## src/source/save_state_pkg.sv

```systemverilog
package save_state_pkg;

    // sizes of the architectural state bank.
    localparam int unsigned word_bits       = 16;
    localparam int unsigned state_words     = 16;
    localparam int unsigned state_addr_bits = 4;

    // snapshot storage holds one full bank per slot.
    localparam int unsigned slot_count         = 4;
    localparam int unsigned slot_bits          = 2;
    localparam int unsigned snapshot_addr_bits = slot_bits + state_addr_bits;

    typedef logic [word_bits-1:0]          word_t;
    typedef logic [state_addr_bits-1:0]    state_addr_t;
    typedef logic [slot_bits-1:0]          slot_t;
    typedef logic [snapshot_addr_bits-1:0] snapshot_addr_t; // slot in the upper bits.

    localparam state_addr_t last_state_addr = state_addr_t'(state_words - 1);

    // drain lets the final write land before stall drops.
    typedef enum logic [1:0] {
        idle,
        saving,
        loading,
        drain
    } copy_state_t;

endpackage : save_state_pkg

```

## src/source/mem_port_if.sv

```systemverilog
`timescale 1ns/1ps

// one synchronous single-port access: read data follows read_en by one cycle.
interface mem_port_if;

    logic                           read_en;
    logic                           write_en;
    save_state_pkg::snapshot_addr_t addr;
    save_state_pkg::word_t          write_data;
    save_state_pkg::word_t          read_data;

    modport requester (
        output read_en,
        output write_en,
        output addr,
        output write_data,
        input  read_data
    );

    modport responder (
        input  read_en,
        input  write_en,
        input  addr,
        input  write_data,
        output read_data
    );

endinterface : mem_port_if

```

## src/source/state_bank.sv

```systemverilog
`timescale 1ns/1ps

module state_bank (
    input  logic                        clock,
    input  logic                        core_write_en,
    input  save_state_pkg::state_addr_t core_write_addr,
    input  save_state_pkg::word_t       core_write_data,
    input  save_state_pkg::state_addr_t core_read_addr,
    output save_state_pkg::word_t       core_read_data,
    input  logic                        freeze,
    mem_port_if.responder               state_port
);

    save_state_pkg::word_t       bank [save_state_pkg::state_words];
    save_state_pkg::state_addr_t port_index;

    // the bank port only uses the word index, the slot bits stay zero.
    assign port_index = state_port.addr[save_state_pkg::state_addr_bits-1:0];

    assign core_read_data = bank[core_read_addr]; // core reads are combinational.

    always_ff @(posedge clock) begin
        // the core may not touch the bank while a copy runs.
        if (core_write_en && !freeze) begin
            bank[core_write_addr] <= core_write_data;
        end
        if (state_port.write_en) begin
            bank[port_index] <= state_port.write_data;
        end
    end

    always_ff @(posedge clock) begin
        if (state_port.read_en) begin
            state_port.read_data <= bank[port_index];
        end
    end

endmodule : state_bank

```

## src/source/snapshot_ram.sv

```systemverilog
`timescale 1ns/1ps

module snapshot_ram (
    input  logic          clock,
    mem_port_if.responder snapshot_port
);

    localparam int unsigned ram_words = save_state_pkg::slot_count * save_state_pkg::state_words;

    save_state_pkg::word_t mem [ram_words];

    // plain write plus registered read so the storage maps onto block RAM.
    always_ff @(posedge clock) begin
        if (snapshot_port.write_en) begin
            mem[snapshot_port.addr] <= snapshot_port.write_data;
        end
        if (snapshot_port.read_en) begin
            snapshot_port.read_data <= mem[snapshot_port.addr];
        end
    end

endmodule : snapshot_ram

```

## src/source/save_state_controller.sv

```systemverilog
`timescale 1ns/1ps

module save_state_controller (
    input  logic                  clock,
    input  logic                  reset_n,
    input  logic                  begin_save_state,
    input  logic                  begin_load_state,
    input  save_state_pkg::slot_t slot,
    output logic                  stall,
    mem_port_if.requester         state_port,
    mem_port_if.requester         snapshot_port
);

    save_state_pkg::copy_state_t state, next_state;
    save_state_pkg::slot_t       slot_q;

    save_state_pkg::state_addr_t state_index, next_state_index;
    logic                        state_read_en, next_state_read_en;
    logic                        state_write_en, next_state_write_en;

    save_state_pkg::state_addr_t snap_index, next_snap_index;
    logic                        snap_read_en, next_snap_read_en;
    logic                        snap_write_en, next_snap_write_en;

    logic                        start;

    assign start = (state == save_state_pkg::idle) && (begin_save_state || begin_load_state);

    // low only when idle with no strobe pending.
    assign stall = (state != save_state_pkg::idle) || begin_save_state || begin_load_state;

    // each port writes what the other port just read, with no storage in between.
    assign state_port.write_data    = snapshot_port.read_data;
    assign snapshot_port.write_data = state_port.read_data;

    assign state_port.read_en  = state_read_en;
    assign state_port.write_en = state_write_en;
    assign state_port.addr     = {{save_state_pkg::slot_bits{1'b0}}, state_index};

    assign snapshot_port.read_en  = snap_read_en;
    assign snapshot_port.write_en = snap_write_en;
    assign snapshot_port.addr     = {slot_q, snap_index};

    always_comb begin
        next_state          = save_state_pkg::idle;
        next_state_index    = '0;
        next_state_read_en  = 1'b0;
        next_state_write_en = 1'b0;
        next_snap_index     = '0;
        next_snap_read_en   = 1'b0;
        next_snap_write_en  = 1'b0;
        case (state)
            save_state_pkg::idle: begin
                if (begin_save_state) begin // save wins over a load in the same cycle.
                    next_state         = save_state_pkg::saving;
                    next_state_read_en = 1'b1;
                end else if (begin_load_state) begin
                    next_state        = save_state_pkg::loading;
                    next_snap_read_en = 1'b1;
                end
            end
            save_state_pkg::saving: begin
                // the word read last cycle goes to the same index in the slot.
                next_snap_index    = state_index;
                next_snap_write_en = 1'b1;
                if (state_index == save_state_pkg::last_state_addr) begin
                    next_state = save_state_pkg::drain;
                end else begin
                    next_state         = save_state_pkg::saving;
                    next_state_read_en = 1'b1;
                    next_state_index   = state_index + 1'b1;
                end
            end
            save_state_pkg::loading: begin
                next_state_index    = snap_index;
                next_state_write_en = 1'b1;
                if (snap_index == save_state_pkg::last_state_addr) begin
                    next_state = save_state_pkg::drain;
                end else begin
                    next_state        = save_state_pkg::loading;
                    next_snap_read_en = 1'b1;
                    next_snap_index   = snap_index + 1'b1;
                end
            end
            save_state_pkg::drain: begin
                next_state = save_state_pkg::idle; // the last write lands on this edge.
            end
            default: begin
                next_state = save_state_pkg::idle;
            end
        endcase
    end

    always_ff @(posedge clock, negedge reset_n) begin
        if (!reset_n) begin
            state          <= save_state_pkg::idle;
            slot_q         <= '0;
            state_index    <= '0;
            state_read_en  <= 1'b0;
            state_write_en <= 1'b0;
            snap_index     <= '0;
            snap_read_en   <= 1'b0;
            snap_write_en  <= 1'b0;
        end else begin
            state          <= next_state;
            state_index    <= next_state_index;
            state_read_en  <= next_state_read_en;
            state_write_en <= next_state_write_en;
            snap_index     <= next_snap_index;
            snap_read_en   <= next_snap_read_en;
            snap_write_en  <= next_snap_write_en;
            if (start) begin
                slot_q <= slot; // held for the whole copy.
            end
        end
    end

endmodule : save_state_controller

```

## src/source/save_state_top.sv

```systemverilog
`timescale 1ns/1ps

module save_state_top (
    input  logic                        clock,
    input  logic                        reset_n,
    input  logic                        core_write_en,
    input  save_state_pkg::state_addr_t core_write_addr,
    input  save_state_pkg::word_t       core_write_data,
    input  save_state_pkg::state_addr_t core_read_addr,
    output save_state_pkg::word_t       core_read_data,
    input  logic                        begin_save_state,
    input  logic                        begin_load_state,
    input  save_state_pkg::slot_t       slot,
    output logic                        stall
);

    mem_port_if state_port ();
    mem_port_if snapshot_port ();

    save_state_controller i_controller (
        .clock            (clock),
        .reset_n          (reset_n),
        .begin_save_state (begin_save_state),
        .begin_load_state (begin_load_state),
        .slot             (slot),
        .stall            (stall),
        .state_port       (state_port.requester),
        .snapshot_port    (snapshot_port.requester)
    );

    // stall doubles as the freeze that blocks core writes during a copy.
    state_bank i_state_bank (
        .clock           (clock),
        .core_write_en   (core_write_en),
        .core_write_addr (core_write_addr),
        .core_write_data (core_write_data),
        .core_read_addr  (core_read_addr),
        .core_read_data  (core_read_data),
        .freeze          (stall),
        .state_port      (state_port.responder)
    );

    snapshot_ram i_snapshot_ram (
        .clock         (clock),
        .snapshot_port (snapshot_port.responder)
    );

endmodule : save_state_top

```

## config.mk

```make
export PLATFORM = sky130hd
export DESIGN_NAME = save_state_top
export DESIGN_NICKNAME = d
export VERILOG_FILES = /design/src/source/save_state_pkg.sv /design/src/source/mem_port_if.sv /design/src/source/state_bank.sv /design/src/source/snapshot_ram.sv /design/src/source/save_state_controller.sv /design/src/source/save_state_top.sv
export SDC_FILE = /design/constraint.sdc
export NUM_CORES = 2
export LEC_CHECK = 0
export BUFFER_PORTS_ARGS = -buffer_cell sky130_fd_sc_hd__buf_2
export CELL_PAD_IN_SITES_DETAIL_PLACEMENT = 1
export CELL_PAD_IN_SITES_GLOBAL_PLACEMENT = 1
export CORE_ASPECT_RATIO = 0.5
export CORE_UTILIZATION = 51
export CTS_CLUSTER_DIAMETER = 50
export DETAILED_ROUTE_END_ITERATION = 8
export GPL_TIMING_DRIVEN = 0
export PLACE_DENSITY = 0.73
export SETUP_SLACK_MARGIN = 0.05
export SYNTH_ARGS = -nofsm -noshare
export SYNTH_HDL_FRONTEND = slang
export SYNTH_SLANG_ARGS = --single-unit
```

## constraint.sdc

```tcl
create_clock -name clock -period 2.99 [get_ports clock]
set_input_delay 0.4485 -clock clock [delete_from_list [all_inputs] [get_ports clock]]
set_output_delay 0.4485 -clock clock [all_outputs]
set_load 0.005 [all_outputs]
```

==> summary.md <==
| Metric | Value |
|---|---|
| Initial antenna violation count | `8` |
| Distinct cell type count after synthesis | `40` |
| Die area | `approximately 110,000 um2` |
| Fin. max-slew vios | `0` |
| Required time worst endpoint | `approximately 3.5 ns` |
| Worst setup SP type | `flip-flop` |
| Final setup viols | `12` |
| RSZ-0062 raised after global routing | `yes` |
| Root Buffer Master | `clkbuf_16` |
| Share of cells above drive strength 1 | `~45%` |
| Fin util | `approximately three fifths` |
| Core area | `roughly 110,000 um2` |
| Max-slew headroom | `between 10% and 20%` |
| H-tree depth | `3` |
| Routability cong. | `0.925` |
| Number of global-route vias before repair | `31,300` |
| Post-synthesis sequential area ratio | `71.6%` |
| Clk buf depth | `3` |
| Commonest non-fill, non-tap cell in the layout | `edfxtp_1` |
| Area of the multi-input gates | `roughly 16,000 um2` |
| Synth top area cells | `edfxtp_1 71%, mux4_2 17%, mux2_2 5.2%` |
| Crit path DAT | `3.53 ns` |
| DR vias | `30,400` |
| Mapped Area | `roughly 56,000 um2` |
| 1st-pass router iterations | `6` |
| Final hold violations | `0` |
| Synth Register Bits | `~1,300` |
| Final period utilization | `103%` |
| Post-route worst setup slack | `-0.0832 ns` |
| Synthesized Nets | `~2,700` |
| Syn Inst Count | `approximately 2,600` |
| Status | `finished with violations` |
| Largest net degree at the start of global routing | `37` |
| Layout Skew | `between 0.04 and 0.05 ns` |
| Failing checks | `negative setup slack` |
| Total I/O pin count | `48` |
| Die width | `469 um` |
| Most frequent cells in the layout | `1,312 x edfxtp_1, 415 x mux4_2, 258 x mux2_2` |
| Critical Path End Type | `flip-flop` |
| DR WL/cell | `between 30 and 40 um` |
| IO buf count | `43` |
| Global-route wire length before repair | `approximately 230,000 um` |
| CP Max Fanout | `10` |
| Initial Util | `between 50% and 60%` |
| Congestion Overflow GR | `0` |
| Hpwl dp | `a little over 100,000 um` |
| Synth warn | `0` |
| Area fraction of the dominant cell type after synthesis | `a little over two thirds` |
| Worst vdd ir | `a little under 0.5 mV` |
| Reg area | `about 40,000 um2` |
| Synthesis-to-layout area growth | `18.3%` |
| Fmax | `approximately 330 MHz` |
| Drt total wl | `169,000 um` |
| Drt via density | `approximately 6.8` |
| Post-Syn Area per Cell | `about 21 um2` |
| Max cap viols | `0` |
| Initial DRC count | `between 4,000 and 5,000` |
| GRT Util Overall | `30.4%` |
| # nets final | `~3,000` |
| Setup Crit Path Kind | `flip-flop to flip-flop` |
| Antenna viol nets, final | `0` |
| Clk_lat worst skew | `roughly 0.78 ns` |
| Sink Count | `1,328` |
| FILL cells | `between 8,000 and 9,000` |
| CTS tree | `yes` |
| # DRC | `0` |
| Num CTS Buffers | `115` |
| Power Total | `52,300 uW` |
| Hold Crit Class | `input port to flip-flop` |
| Pleak | `around 0.021 uW` |
| Final min period | `about 3.1 ns` |
| Die height | `roughly 240 um` |
| Cell taking the most area after synthesis | `edfxtp_1` |
| Power density over the cells | `about 800 nW/um2` |
| # rows | `85` |
| Worst-Margin Slew | `1.26 ns` |
| Clk slew on worst S/H paths | `0.07 ns` |
worst max-delay path, stage by stage, from the launching register on:
cell	delay (ns)
dfrtp_1	0.41
buf_8	0.16
buf_12	0.16
buf_12	0.16
buf_12	0.18
mux4_2	0.56
a22oi_2	0.31
nand3_2	0.20
or4_4	0.63
final cells by class:
class | instances | area share [%]
Tap cell | 1435 | 2.73
Buffer | 185 | 1.95
Timing Repair Buffer | 196 | 4.55
Multi-Input combinational cell | 1105 | 24.5
Inverter | 6 | 0.0342
Clock inverter | 73 | 1.09
Sequential cell | 1328 | 60.5
Clock buffer | 141 | 4.62
Antenna cell | 1 | 0.00380
report_power, final:
| group | switching, uW | total [uW] | internal [uW] |
|---|---|---|---|
| Sequential | 1150 | 24400 | 23300 |
| Combinational | 7320 | 12300 | 5010 |
| Clock | 7210 | 15600 | 8360 |
cells in the mapped netlist:
master,instances
edfxtp_1,1312
mux4_2,415
mux2_2,258
clkbuf_1,120
nor2_1,79
nand2_1,65
mux2i_1,64
a22oi_1,50
buf_2,32
o22ai_1,31
nand3_1,30
o21ai_0,20
buf_1,17
dfrtp_1,16
nor2b_1,15
a21oi_1,14
or4_1,14
buf_6,12
and2_1,10
ha_1,9
buf_4,8
inv_1,6
nand3b_1,4
o21bai_1,4
xor2_1,4
nand2b_1,3
a41oi_1,2
nor3b_1,2
or3_1,2
a2111oi_0,1
a211o_1,1
a22o_1,1
a31oi_1,1
and3_1,1
clkbuf_2,1
nand4_1,1
nand4b_1,1
nor3_1,1
nor4_1,1
or2_2,1
per-layer routing:
metal  GRT usage [%]  vias up  part of all wire, %
met5               0        -                0.027
met4            9.82        8                  3.7
met3            6.42      349                   10
met2            47.7     2023                   48
met1            43.0    16300                   38
li1                -    11700                    -
cell families (layout without fill, tap and decap cells):
kind of cell             after synthesis  count (layout)  share of synthesized area, %
other                                  0               1                             0
AO/OA/AOI/OAI                        125             125                          1.47
flip-flops                          1328            1328                          71.6
adder cells (fa/ha/maj)                9               9                         0.202
multiplexers                         737             737                          23.2
buffers and inverters                196             601                          1.61
AND/OR/NAND/NOR                      230             230                          1.92
XOR/XNOR                               4               4                        0.0630
final timing paths:
path / startpoint / slack (ns) / cells after the start / endpoint
setup / recovery: i_controller.snap_index[0]$_DFF_PN0_ / -0.08 / 8 / i_snapshot_ram.snapshot_port.read_data[4]$_DFFE_PP_
hold / removal: begin_save_state / 0.03 / 3 / i_controller.state_port.read_en$_DFF_PN0_
setup reg to reg: i_controller.snap_index[0]$_DFF_PN0_ / -0.08 / 8 / i_snapshot_ram.snapshot_port.read_data[4]$_DFFE_PP_
hold reg to reg: i_controller.state[0]$_DFF_PN0_ / 0.63 / 1 / i_controller.snapshot_port.write_en$_DFF_PN0_
max in group asynchronous: reset_n / 2.35 / 2 / i_controller.slot_q[1]$_DFFE_PN0P_
min in group asynchronous: reset_n / 0.28 / 2 / i_controller.snap_index[1]$_DFF_PN0_
registers in the layout, indices dropped and copies added (netlist names):
signal / cells
i_controller.state_index: 4
i_controller.state_port.read_en: 1
i_controller.slot_q: 2
i_controller.snapshot_port.read_en: 1
i_snapshot_ram.snapshot_port.read_data: 16
i_controller.state_port.write_en: 1
i_state_bank.bank: 256
i_state_bank.state_port.read_data: 16
i_controller.state: 2
i_snapshot_ram.mem: 1024
i_controller.snapshot_port.write_en: 1
i_controller.snap_index: 4
timing repair:
action	4_1_cts	5_1_grt
pin swaps	56	22
setup endpoints to repair	1521	405
buffers inserted	69	4
resized for setup	312	91
hold endpoints to repair	18	0
gates cloned	0	2
hold buffers	3	0
per-stage QoR:
| step | hold slack [ns] | worst slack (ns) | std cells | TNS [ns] | cell area (um2) |
|---|---|---|---|---|---|
| 2_1_floorplan | 0.153 | 0.102 | 2629 | 0 | 55600 |
| 3_3_place_gp | 0.414 | -2.73 | 4107 | -2581.04 | 57600 |
| 3_5_place_dp | 0.424 | -2.11 | 4182 | -1914.37 | 59500 |
| 4_1_cts | 0.00299 | -0.0830 | 4465 | -0.489 | 65400 |
| 5_1_grt | 0.00988 | -0.0874 | 4469 | -0.481 | 65800 |
| 6_report | 0.0341 | -0.0832 | 4470 | -0.498 | 65800 |
No activity file was read; power rests on OpenSTA's default activity.
